<file path="src/design/icache_config.svh">
// Instruction cache tag side configuration
// Geometry and fill timing shared by the packages and the RTL

`ifndef ICACHE_CONFIG_SVH
`define ICACHE_CONFIG_SVH

// =====================================================================
// Address geometry
// =====================================================================
`define ICACHE_ADDR_W       32  // Fetch address width
`define ICACHE_LINE_BYTES   16  // Bytes per cache line
`define ICACHE_LINES        64  // Lines per way, power of two

// =====================================================================
// Organization and timing
// =====================================================================
`define ICACHE_WAYS         2   // Associativity
`define ICACHE_FILL_LATENCY 6   // Cycles spent in FILL_WAIT per miss

`endif

</file>
<file path="src/design/icache_addr_pkg.sv">
// Address field types for the instruction cache tag side
// Splits a fetch address into tag, line index and byte offset

`include "icache_config.svh"

package icache_addr_pkg;

    // =================================================================
    // Field widths
    // =================================================================
    localparam int ADDR_W      = `ICACHE_ADDR_W;
    localparam int OFFSET_W    = $clog2(`ICACHE_LINE_BYTES);  // Byte in line
    localparam int LINE_ADDR_W = $clog2(`ICACHE_LINES);       // Line index
    localparam int TAG_W       = ADDR_W - LINE_ADDR_W - OFFSET_W;

    // =================================================================
    // Types
    // =================================================================
    typedef logic [ADDR_W-1:0]      addr_t;       // Full fetch address
    typedef logic [LINE_ADDR_W-1:0] line_addr_t;  // Index into a tag bank
    typedef logic [TAG_W-1:0]       tag_t;        // Bits above the index

    // Valid bit sits above the tag
    typedef logic [TAG_W:0]         tag_entry_t;

endpackage

</file>
<file path="src/design/icache_ctrl_pkg.sv">
// Controller types for the instruction cache tag side
// FSM state, one-hot way masks and the fill latency counter

`include "icache_config.svh"

package icache_ctrl_pkg;

    // One bit per way, one-hot for hits and victims
    typedef logic [`ICACHE_WAYS-1:0] way_mask_t;

    // Counts 0 .. fill latency - 1 in FILL_WAIT
    localparam int FILL_CNT_W = $clog2(`ICACHE_FILL_LATENCY + 1);
    typedef logic [FILL_CNT_W-1:0] fill_cnt_t;

    // =================================================================
    // Miss and flush FSM
    // =================================================================
    typedef enum logic [1:0] {
        IDLE,        // Lookups flow through the pipeline
        FILL_WAIT,   // Stand-in for memory latency
        FILL_WRITE,  // Victim way gets the new tag
        FLUSH        // Sweep that clears every valid bit
    } ctrl_state_t;

endpackage

</file>
<file path="src/design/icache_tag_if.sv">
// Tag bank interface of the instruction cache
// Controller drives lookup and update, banks return per-way hits

`timescale 1ns/1ps

interface icache_tag_if
    import icache_addr_pkg::*;
    import icache_ctrl_pkg::*;
();

    // Lookup side
    line_addr_t stage1_line_addr;  // Index of the incoming request
    logic       stage1_adv;        // Request accepted this cycle
    line_addr_t stage2_line_addr;  // Write index for port b
    tag_t       stage2_tag;        // Compare tag, also the write tag

    // Update side
    logic       update;            // Port b write enable
    logic       update_valid;      // Valid bit written with the tag
    way_mask_t  update_way;        // Ways written by this update

    // Compare result
    logic       tag_hit;
    way_mask_t  tag_hit_way;       // One-hot on a hit

    modport ctrl (
        output stage1_line_addr, stage1_adv,
        output stage2_line_addr, stage2_tag,
        output update, update_valid, update_way,
        input  tag_hit, tag_hit_way
    );

    modport banks (
        input  stage1_line_addr, stage1_adv,
        input  stage2_line_addr, stage2_tag,
        input  update, update_valid, update_way,
        output tag_hit, tag_hit_way
    );

endinterface

</file>
<file path="src/design/icache_tag_ctrl.sv">
// Instruction cache tag controller
// Runs the two-stage lookup, reports hit or miss, waits out the fill
// latency on a miss, writes the round-robin victim, and sweeps all
// lines on a flush or after reset

`timescale 1ns/1ps

`include "icache_config.svh"

module icache_tag_ctrl
    import icache_addr_pkg::*;
    import icache_ctrl_pkg::*;
(
    input  logic      clk,
    input  logic      rst,
    input  logic      req,
    input  addr_t     req_addr,
    input  logic      flush,
    output logic      busy,
    output logic      resp_valid,
    output logic      resp_hit,
    output way_mask_t resp_way,
    icache_tag_if.ctrl tags
);

    localparam line_addr_t LAST_LINE = line_addr_t'(`ICACHE_LINES - 1);
    localparam fill_cnt_t  LAST_WAIT = fill_cnt_t'(`ICACHE_FILL_LATENCY - 1);

    ctrl_state_t state;
    line_addr_t  req_line;       // Index field of req_addr
    tag_t        req_tag;        // Tag field of req_addr
    logic        accept_req;
    logic        accept_flush;
    logic        miss;           // Stage-2 lookup found no way

    // Stage 2 of the lookup
    logic        stage2_valid;
    line_addr_t  stage2_line_q;
    tag_t        stage2_tag_q;

    // Miss and flush bookkeeping
    line_addr_t  fill_line;      // Latched miss address
    tag_t        fill_tag;
    fill_cnt_t   fill_cnt;
    line_addr_t  sweep_line;     // Flush sweep position
    way_mask_t   victim;         // Round-robin pointer, one-hot

    // =================================================================
    // Request decode and acceptance
    // =================================================================
    assign req_line = req_addr[OFFSET_W +: LINE_ADDR_W];
    assign req_tag  = req_addr[ADDR_W-1 -: TAG_W];

    assign miss = stage2_valid && !tags.tag_hit;
    assign busy = (state != IDLE) || miss;  // Miss stalls in its own cycle

    assign accept_flush = flush && !busy;
    assign accept_req   = req && !busy && !flush;  // Flush wins a tie

    // Response straight out of stage 2
    assign resp_valid = stage2_valid;
    assign resp_hit   = stage2_valid && tags.tag_hit;
    assign resp_way   = tags.tag_hit_way;         // Zero on a miss

    // =================================================================
    // Lookup pipeline
    // =================================================================
    always_ff @(posedge clk) begin
        if (rst) begin
            stage2_valid <= 1'b0;
        end else begin
            stage2_valid <= accept_req;
        end
    end

    always_ff @(posedge clk) begin
        if (accept_req) begin
            stage2_line_q <= req_line;
            stage2_tag_q  <= req_tag;
        end
        if (state == IDLE && miss) begin  // Hold the missed address
            fill_line <= stage2_line_q;
            fill_tag  <= stage2_tag_q;
        end
    end

    // =================================================================
    // Miss fill and flush FSM
    // =================================================================
    always_ff @(posedge clk) begin
        if (rst) begin
            state      <= FLUSH;  // Reset sweep clears every bank
            sweep_line <= '0;
            fill_cnt   <= '0;
            victim     <= way_mask_t'(1);
        end else begin
            case (state)
                IDLE: begin
                    if (miss) begin
                        state    <= FILL_WAIT;
                        fill_cnt <= '0;
                    end else if (accept_flush) begin
                        state      <= FLUSH;
                        sweep_line <= '0;
                    end
                end
                FILL_WAIT: begin
                    fill_cnt <= fill_cnt + 1'b1;
                    if (fill_cnt == LAST_WAIT) begin
                        state <= FILL_WRITE;
                    end
                end
                FILL_WRITE: begin
                    state  <= IDLE;
                    // Rotate left by one way
                    victim <= (victim << 1) | (victim >> (`ICACHE_WAYS - 1));
                end
                FLUSH: begin
                    sweep_line <= sweep_line + 1'b1;
                    if (sweep_line == LAST_LINE) begin
                        state <= IDLE;
                    end
                end
                default: state <= IDLE;
            endcase
        end
    end

    // =================================================================
    // Bank interface drive
    // =================================================================
    assign tags.stage1_line_addr = req_line;
    assign tags.stage1_adv       = accept_req;

    always_comb begin
        case (state)
            FILL_WRITE: begin
                tags.update           = 1'b1;
                tags.update_valid     = 1'b1;
                tags.update_way       = victim;
                tags.stage2_line_addr = fill_line;
                tags.stage2_tag       = fill_tag;
            end
            FLUSH: begin
                tags.update           = 1'b1;
                tags.update_valid     = 1'b0;  // Invalidate
                tags.update_way       = '1;    // All ways at once
                tags.stage2_line_addr = sweep_line;
                tags.stage2_tag       = '0;
            end
            default: begin
                tags.update           = 1'b0;
                tags.update_valid     = 1'b0;
                tags.update_way       = '0;
                tags.stage2_line_addr = stage2_line_q;
                tags.stage2_tag       = stage2_tag_q;  // Compare tag
            end
        endcase
    end

endmodule

</file>
<file path="src/design/icache_tag_top.sv">
// Instruction cache tag side top level
// Joins the controller and the tag bank group through the tag interface

`timescale 1ns/1ps

module icache_tag_top
    import icache_addr_pkg::*;
    import icache_ctrl_pkg::*;
(
    input  logic      clk,
    input  logic      rst,
    input  logic      req,         // Lookup strobe
    input  addr_t     req_addr,
    input  logic      flush,       // Invalidate all lines
    output logic      busy,        // Back-pressure level
    output logic      resp_valid,
    output logic      resp_hit,
    output way_mask_t resp_way
);

    // =================================================================
    // Controller to bank link
    // =================================================================
    icache_tag_if tags ();

    icache_tag_ctrl u_ctrl (
        .clk        (clk),
        .rst        (rst),
        .req        (req),
        .req_addr   (req_addr),
        .flush      (flush),
        .busy       (busy),
        .resp_valid (resp_valid),
        .resp_hit   (resp_hit),
        .resp_way   (resp_way),
        .tags       (tags.ctrl)
    );

    itag_banks u_banks (
        .clk  (clk),
        .rst  (rst),
        .tags (tags.banks)
    );

endmodule

</file>
<file path="src/design/itag_banks.sv">
// Tag bank group of the instruction cache
// One bank per way, read on port a, tag update on port b,
// and the stage-2 compare that yields the hit vector

`timescale 1ns/1ps

`include "icache_config.svh"

module itag_banks
    import icache_addr_pkg::*;
    import icache_ctrl_pkg::*;
(
    input  logic       clk,
    input  logic       rst,
    icache_tag_if.banks tags
);

    // =================================================================
    // Compare qualifier
    // =================================================================
    logic       hit_allowed;                  // Stage 2 holds a real lookup
    tag_entry_t way_entry [`ICACHE_WAYS];     // Read data per way
    way_mask_t  hit_way;

    always_ff @(posedge clk) begin
        if (rst) begin
            hit_allowed <= 1'b0;
        end else begin
            hit_allowed <= tags.stage1_adv;  // Read data valid next cycle
        end
    end

    // =================================================================
    // Banks and per-way compare
    // =================================================================
    for (genvar i = 0; i < `ICACHE_WAYS; i++) begin : g_way
        tag_bank u_bank (
            .clk        (clk),
            // Lookup read
            .en_a       (tags.stage1_adv),
            .wen_a      (1'b0),
            .addr_a     (tags.stage1_line_addr),
            .data_in_a  ('0),
            .data_out_a (way_entry[i]),
            // Fill and flush write
            .en_b       (tags.update),
            .wen_b      (tags.update_way[i]),
            .addr_b     (tags.stage2_line_addr),
            .data_in_b  ({tags.update_valid, tags.stage2_tag}),
            .data_out_b ()
        );

        // Valid entry whose tag matches the stage-2 tag
        assign hit_way[i] = hit_allowed
                          && (way_entry[i] == {1'b1, tags.stage2_tag});
    end

    assign tags.tag_hit_way = hit_way;
    assign tags.tag_hit     = |hit_way;  // At most one way matches

endmodule

</file>
<file path="src/design/tag_bank.sv">
// Tag bank for one way
// Dual-port RAM of valid plus tag, registered reads on both ports

`timescale 1ns/1ps

`include "icache_config.svh"

module tag_bank
    import icache_addr_pkg::*;
(
    input  logic       clk,

    // Port a
    input  logic       en_a,
    input  logic       wen_a,
    input  line_addr_t addr_a,
    input  tag_entry_t data_in_a,
    output tag_entry_t data_out_a,

    // Port b
    input  logic       en_b,
    input  logic       wen_b,
    input  line_addr_t addr_b,
    input  tag_entry_t data_in_b,
    output tag_entry_t data_out_b
);

    tag_entry_t mem [`ICACHE_LINES];  // Block RAM, contents not reset

    // Read-first on both ports
    always_ff @(posedge clk) begin
        if (en_a) begin
            if (wen_a) begin
                mem[addr_a] <= data_in_a;
            end
            data_out_a <= mem[addr_a];  // Old contents on a write
        end
        if (en_b) begin
            if (wen_b) begin
                mem[addr_b] <= data_in_b;
            end
            data_out_b <= mem[addr_b];
        end
    end

endmodule

</file>
<file path="config.mk">
export PLATFORM = sky130hd
export DESIGN_NAME = icache_tag_top
export DESIGN_NICKNAME = d
export VERILOG_FILES = /design/src/design/icache_addr_pkg.sv /design/src/design/icache_ctrl_pkg.sv /design/src/design/icache_tag_if.sv /design/src/design/icache_tag_ctrl.sv /design/src/design/icache_tag_top.sv /design/src/design/itag_banks.sv /design/src/design/tag_bank.sv
export VERILOG_INCLUDE_DIRS = /design/src /design/src/design
export SDC_FILE = /design/constraint.sdc
export NUM_CORES = 2
export LEC_CHECK = 0
export BUFFER_PORTS_ARGS = -buffer_cell sky130_fd_sc_hd__buf_2
export CAP_MARGIN = 5
export CORE_ASPECT_RATIO = 1.5
export CORE_MARGIN = 1
export CORE_UTILIZATION = 40
export DETAILED_ROUTE_END_ITERATION = 8
export GPL_TIMING_DRIVEN = 0
export RECOVER_POWER = 25
export SLEW_MARGIN = 20
export SYNTH_ARGS = -nofsm -noshare
export SYNTH_HDL_FRONTEND = slang
export SYNTH_SLANG_ARGS = --single-unit
</file>
<file path="constraint.sdc">
create_clock -name clk -period 16.16 [get_ports clk]
set_clock_uncertainty 0.05 [all_clocks]
set_input_delay 3.232 -clock clk [delete_from_list [all_inputs] [get_ports clk]]
set_output_delay 3.232 -clock clk [all_outputs]
set_load 0.05 [all_outputs]
</file>
## After elaboration in Yosys (flattened, before gate mapping)

Memories as Yosys holds them, arrays and structs flattened. A register that Yosys moved wholly into a read port is not among the register bits.
Cells that the tools add are included.

- RAM bits: 2944
- Logic and storage cells: 69
- Memories kept: 2
- Output and inout bits: 5
- Bits in registers: 70
- Input port bits: 36

Memory list:

| name | depth | width | read ports | clocked after Yosys merged registers in | write ports | RTL line | text |
|---|---|---|---|---|---|---|---|
| u_banks.g_way[0].u_bank.mem | 64 | 23 | 1 | 1 | 1 | tag_bank.sv:28 | `` tag_entry_t mem [`ICACHE_LINES]; `` |
| u_banks.g_way[1].u_bank.mem | 64 | 23 | 1 | 1 | 1 | tag_bank.sv:28 |  |

- Reduce and logical (&&, ||, !) cells: 21
- Multiplexer cells: 21
- Add/sub/neg operators: 2
- Equality and inequality tests: 13
- Bitwise operators: 1

Operators with widths:

| cell | count |
|---|---|
| $eq 23x23->1 | 2 |
| $pmux 22 s2 | 1 |
| $pmux 6 s2 | 2 |
| $mux 6 | 2 |
| $logic_and 1x1->1 | 8 |
| $mux 1 | 8 |
| $mux 2 | 4 |
| $ne 2x1->1 const B | 4 |
| $pmux 2 s4 | 1 |
| $add 6x1->6 const B | 1 |
| $eq 6x6->1 const B | 1 |
| $pmux 3 s2 | 1 |
| $reduce_and 3->1 | 2 |
| $reduce_bool 2->1 | 3 |
| $eq 2x2->1 const B | 2 |
| $pmux 2 s2 | 1 |
| $reduce_or 2->1 | 2 |
| $add 3x1->3 const B | 1 |
| $eq 3x3->1 const B | 1 |
| $logic_not 1->1 | 3 |
| $mux 3 | 1 |
| $ne 3x1->1 const B | 1 |
| $eq 2x1->1 const B | 1 |
| $logic_not 2->1 | 1 |
| 4 further kinds | 4 |

## Longest topological paths before layout

- Depth in word-level cells: 13
- Mapped depth: 14
- Depth with buffers taken out: 10

## Hierarchy

Synthesis repeated with hierarchy kept, for this count alone.

- Cells, all modules: 14080
- Area, all modules: 178882.8 um^2

By module, submodules not included:

| module | instances | cells each | area each (um^2) | sequential area each (um^2) |
|---|---|---|---|---|
| tag_bank | 2 | 6886 | 87724.1 | 45583.7 |
| icache_tag_ctrl | 1 | 242 | 2900.3 | 1961.9 |
| itag_banks | 1 | 66 | 534.3 | 20.0 |

## Worst setup path before layout

Ideal clock, no wire load.

- Path type: register -> output
- Start: register u_ctrl.state[0]
- End: output port busy
- Arrival: 9.489 ns
- Buffers on the path: 3
- Path slack: 3.389 ns
- Stages on the path, launching flop included: 13
- Required time: 12.878 ns
- Path through: dfxtp_1 -> inv_1 -> ha_1 -> buf_6 -> buf_2 -> o31ai_1 -> o221a_2 -> nand4_1 -> or4_4 -> and2_1 -> buf_2 -> nor2_1 -> inv_1

- Cells in the longest elaborated chain, start to end: 8
- Elaborated cells between the ends (all ways): 12

Ends and longest elaborated chain:

| item | RTL line | text |
|---|---|---|
| from (decl) | icache_tag_ctrl.sv:29 | `ctrl_state_t state;` |
| from (signal assigned) | icache_tag_ctrl.sv:92 | `state <= FLUSH;` |
| from (signal assigned) | icache_tag_ctrl.sv:100 | `state <= FILL_WAIT;` |
| from (signal assigned) | icache_tag_ctrl.sv:103 | `state <= FLUSH;` |
| $eq 2x2->1 | icache_tag_ctrl.sv:136 | `case (state)` |
| $pmux 22 s2 * | icache_tag_ctrl.sv:136 |  |
| via tags.stage2_tag[14] | icache_tag_if.sv:15 | `tag_t stage2_tag;` |
| $eq 23x23->1 | itag_banks.sv:55 | `&& (way_entry[i] == {1'b1, tags.stage2_tag});` |
| $logic_and 1x1->1 | itag_banks.sv:55 |  |
| $reduce_or 2->1 * | itag_banks.sv:59 | `assign tags.tag_hit = \|hit_way;` |
| $logic_not 1->1 * | icache_tag_ctrl.sv:54 | `assign miss = stage2_valid && !tags.tag_hit;` |
| $logic_and 1x1->1 * | icache_tag_ctrl.sv:54 |  |
| $logic_or 1x1->1 * | icache_tag_ctrl.sv:55 | `assign busy = (state != IDLE) \|\| miss;` |
| to (decl) | icache_tag_top.sv:15 | `output logic busy,` |

Mark *: on every way through the listed nets, which the timed path passes. The rest lies on a longest branch.

## Final worst setup path

Ends and elaborated chain as after synthesis.

==> results.sh <==
export IMPL_status="complete, but fails checks"
export IMPL_violations="capacitance limit, slew limit"
export IMPL_fin_cells=9542
export IMPL_cap_violations=21
export IMPL_crit_end="busy"
export IMPL_crit_slowest_cell="o31ai_1"
export IMPL_syn_avg_cell_area_um2=24.4
export IMPL_reg2reg_to="u_banks.g_way[1].u_bank.mem[56][10]$_DFFE_PP_"
export IMPL_dieHeight_um=666
export IMPL_period_share_pct=72.3
export IMPL_globalRouteOverflowTotal=0
export IMPL_async_reset_ff_share_pct=0
export IMPL_vias=55774
export IMPL_wire_per_inst_um=36.8
export IMPL_r2r_start="u_ctrl.state[0]$_SDFFE_PP1P_"
export IMPL_setup_viol=0
export IMPL_power_density_nw_per_um2=150
export IMPL_timing_fmax_mhz=85.5
export IMPL_final_hold_violation_count=0
export IMPL_start_kind="register"
export IMPL_ys_ff_latch=3060
export IMPL_holdPathStages=0
export IMPL_use_met3_pct=3.92
export IMPL_ctsHoldBuffers=0
export IMPL_top_usage_layer="met2"
export IMPL_hold_class="reg2reg"
export IMPL_max_vdd_ir_drop_v=0.000113
export IMPL_grt_pass1_vias=56922
export IMPL_final_min_clock_period_ns=11.69
export IMPL_leakage_uw=0.0420
export IMPL_fin_setup_tns_ns=0
export IMPL_track_usage_pct=23.6
export IMPL_ff2ff_setup_slack_ns=4.98
export IMPL_slew_headroom_pct=-257
export IMPL_power_switching_share_pct=27.6
export IMPL_p_sw_uw=5680
export IMPL_syn_nets=4870
export IMPL_dieArea_um2=296000
export IMPL_synth_top_area_cell="edfxtp_1"
export IMPL_postCtsResizedCells=0
export IMPL_pwr_share_seq_pct=50.7
export IMPL_slew_violations=1134
export IMPL_clock_power_share_pct=32.3
export IMPL_nNetsFinal=5395
export IMPL_yosysWarnings=0
export IMPL_grt_use_met1_pct=27.7
export IMPL_end_kind="output port"
export IMPL_synthToLayoutAreaGrowth_pct=16.4
export IMPL_core_area_um2=292000
export IMPL_worstMarginPinSlew_ns=5.35
export IMPL_clkTransAtPathRegs_ns=0.08
export IMPL_gr_usage_met2_pct=41.1
export IMPL_reg2reg_depth=9
export IMPL_dp_cells=8985
export IMPL_cp_max_fo=65
export IMPL_cts_root_buf="clkbuf_16"
export IMPL_syn_area_um2=118000
export IMPL_drt_total_wl_um=351000
export IMPL_required_ns=12.88
export IMPL_clock_sinks=3060
export IMPL_drc=0
export IMPL_grt_pass1_wl_um=476000
export IMPL_dp_hpwl_um=245000
export IMPL_port_buffers=36
export IMPL_cp_slowest_stage_delay_ns=1.97
export IMPL_synth_edff_count=3046
export IMPL_gp_congestion=0.993
export IMPL_p_int_uw=14900
export IMPL_place_ws_ns=7.58
export IMPL_dieWidth_um=445
export IMPL_fin_ws_ns=4.47
export IMPL_drtIter0Drc=6426
export IMPL_antenna_found_initial=36
export IMPL_boundaryPins=41
export IMPL_syn_inst=4827
export IMPL_synth_area_top_cells="edfxtp_1, mux4_2, clkbuf_1"
export IMPL_final_cell_mix="edfxtp_1, mux4_2, clkbuf_16"
export IMPL_cts_tree="done"
export IMPL_rsz0062_at_grt="no"
export IMPL_postCtsSetupRepairBufs=0
export IMPL_cts_buffers=284
export IMPL_power_frac_comb_pct=17.0
export IMPL_clockBufferDepth=4
export IMPL_path_class="reg2out"
export IMPL_synthDistinctLibCells=72
export IMPL_fp_row_count=243
export IMPL_yosys_area_top_type_share_pct=77.8
export IMPL_first_pass_iters=7
export IMPL_grt_max_degree=97
export IMPL_synth_flop_cell="edfxtp_1"
export IMPL_clock_latency_ns=0.89
export IMPL_path_cells="inv_1, ha_1, buf_16, clkbuf_1, clkbuf_1, o31ai_1, clkbuf_1, o221a_2, nand4_1, or4_4, and2_1, buf_2, nor2_1, inv_1, buf_2"
export IMPL_start_util_pct=40.2
export IMPL_vias_per_cell=5.85
export IMPL_ant_nets=0
export IMPL_final_common_cell="edfxtp_1"
export IMPL_yosysSeqAreaShare_pct=78.0
export IMPL_crit_top_cell="clkbuf_1"
export IMPL_drive_gt1_share_pct=32.4
export IMPL_startpoint="u_ctrl.state[0]$_SDFFE_PP1P_"
export IMPL_worstPathArrival_ns=8.41
export IMPL_ctsHtreeMaxLevel=5
-- how the worst min path moves through the flow --
| stage | startpoint | to | slack (ns) |
|---|---|---|---|
| floorplan | u_ctrl.stage2_line_q[3]$_DFFE_PP_ | u_ctrl.fill_line[3]$_DFFE_PP_ | 0.35 |
| global placement | u_ctrl.stage2_line_q[3]$_DFFE_PP_ | u_ctrl.fill_line[3]$_DFFE_PP_ | 0.37 |
| global route | u_ctrl.stage2_line_q[3]$_DFFE_PP_ | u_ctrl.fill_line[3]$_DFFE_PP_ | 0.38 |
| CTS | u_ctrl.stage2_line_q[3]$_DFFE_PP_ | u_ctrl.fill_line[3]$_DFFE_PP_ | 0.38 |
| finish | u_ctrl.stage2_line_q[3]$_DFFE_PP_ | u_ctrl.fill_line[3]$_DFFE_PP_ | 0.37 |
| detailed placement | u_ctrl.stage2_line_q[3]$_DFFE_PP_ | u_ctrl.fill_line[3]$_DFFE_PP_ | 0.37 |
-- through the flow --
stage	total power [uW]	hold WS, ns	util [%]	instance area [um2]
detailed placement	14200	0.371	43.9	128000
floorplan	12200	0.350	-	118000
CTS	20700	0.376	47.0	137000
global route	21100	0.380	46.8	137000
finish	20600	0.373	46.9	137000
global placement	13900	0.373	42.0	123000
-- logic make-up after synthesis --
family                     synth area share, %
muxes                                     18.6
buffers and inverters                    0.933
and+or+nand+nor                           1.23
adders and majority gates               0.0745
DFF                                       78.0
xor gates and xnor gates                 0.305
AOI/OAI and AO/OA                        0.883
-- cell usage after synthesis (all sizes together), types with 5 or more instances --
| cell type | instances |
|---|---|
| buf | 87 |
| xor2 | 9 |
| nand2 | 62 |
| or3 | 5 |
| nor2 | 162 |
| and3 | 7 |
| ha | 7 |
| a31oi | 9 |
| nor4bb | 9 |
| nor2b | 11 |
| a2111oi | 6 |
| inv | 33 |
| mux2 | 16 |
| mux4 | 953 |
| o21ai | 34 |
| a21o | 6 |
| o21bai | 7 |
| clkbuf | 164 |
| nand2b | 12 |
| nand4 | 5 |
| or3b | 6 |
| nand3 | 10 |
| edfxtp | 3046 |
| a22o | 14 |
| mux2i | 17 |
| xnor2 | 32 |
| a21oi | 24 |
| dfxtp | 14 |
-- metal layers --
layer  routed length [um]  vias to the layer above
met1               122000                    30688
met5                   89                        -
li1                     -                    21990
met3                24000                      633
met4                22900                       16
met2               182000                     2447
-- critical path: cells and delay by family (launching register included) --
family                   cells  cell delay, ns
buffers and inverters        8            2.54
AO/OA/AOI/OAI                2            2.32
AND/OR/NAND/NOR              4            1.10
adder cells (fa/ha/maj)      1            1.07
flip-flops                   1            0.40
-- final cells by class --
type / count / area [um2]
diodes: 62 / 155
plain buffers: 251 / 1060
clock buffers: 354 / 7500
clock inverters: 140 / 1430
fillers: 23581 / 155000
inverters: 33 / 126
multi-input cells: 1483 / 25800
flip-flops and latches: 3060 / 91700
well taps: 3920 / 4900
repair buffers: 239 / 4160
-- power groups by stage --
stage | Clock, uW | Combinational, uW | Sequential (uW)
2_1_floorplan | 0 | 1470 | 10700
3_3_place_gp | 0 | 2860 | 11000
3_5_place_dp | 0 | 3630 | 10500
4_1_cts | 6730 | 3640 | 10300
5_1_grt | 7000 | 3600 | 10500
6_report | 6650 | 3500 | 10400
-- flip-flops by register name (all words and copies together) (netlist names) --
name	flops
u_ctrl.sweep_line	6
u_ctrl.fill_tag	22
u_ctrl.state	2
u_banks.g_way.u_bank.data_out_a	46
u_ctrl.fill_line	6
u_ctrl.stage2_line_q	6
u_ctrl.stage2_tag_q	22
u_ctrl.victim	2
u_banks.g_way.u_bank.mem	2944
u_ctrl.fill_cnt	3
u_ctrl.resp_valid	1
(Power assumes the default switching activity.)
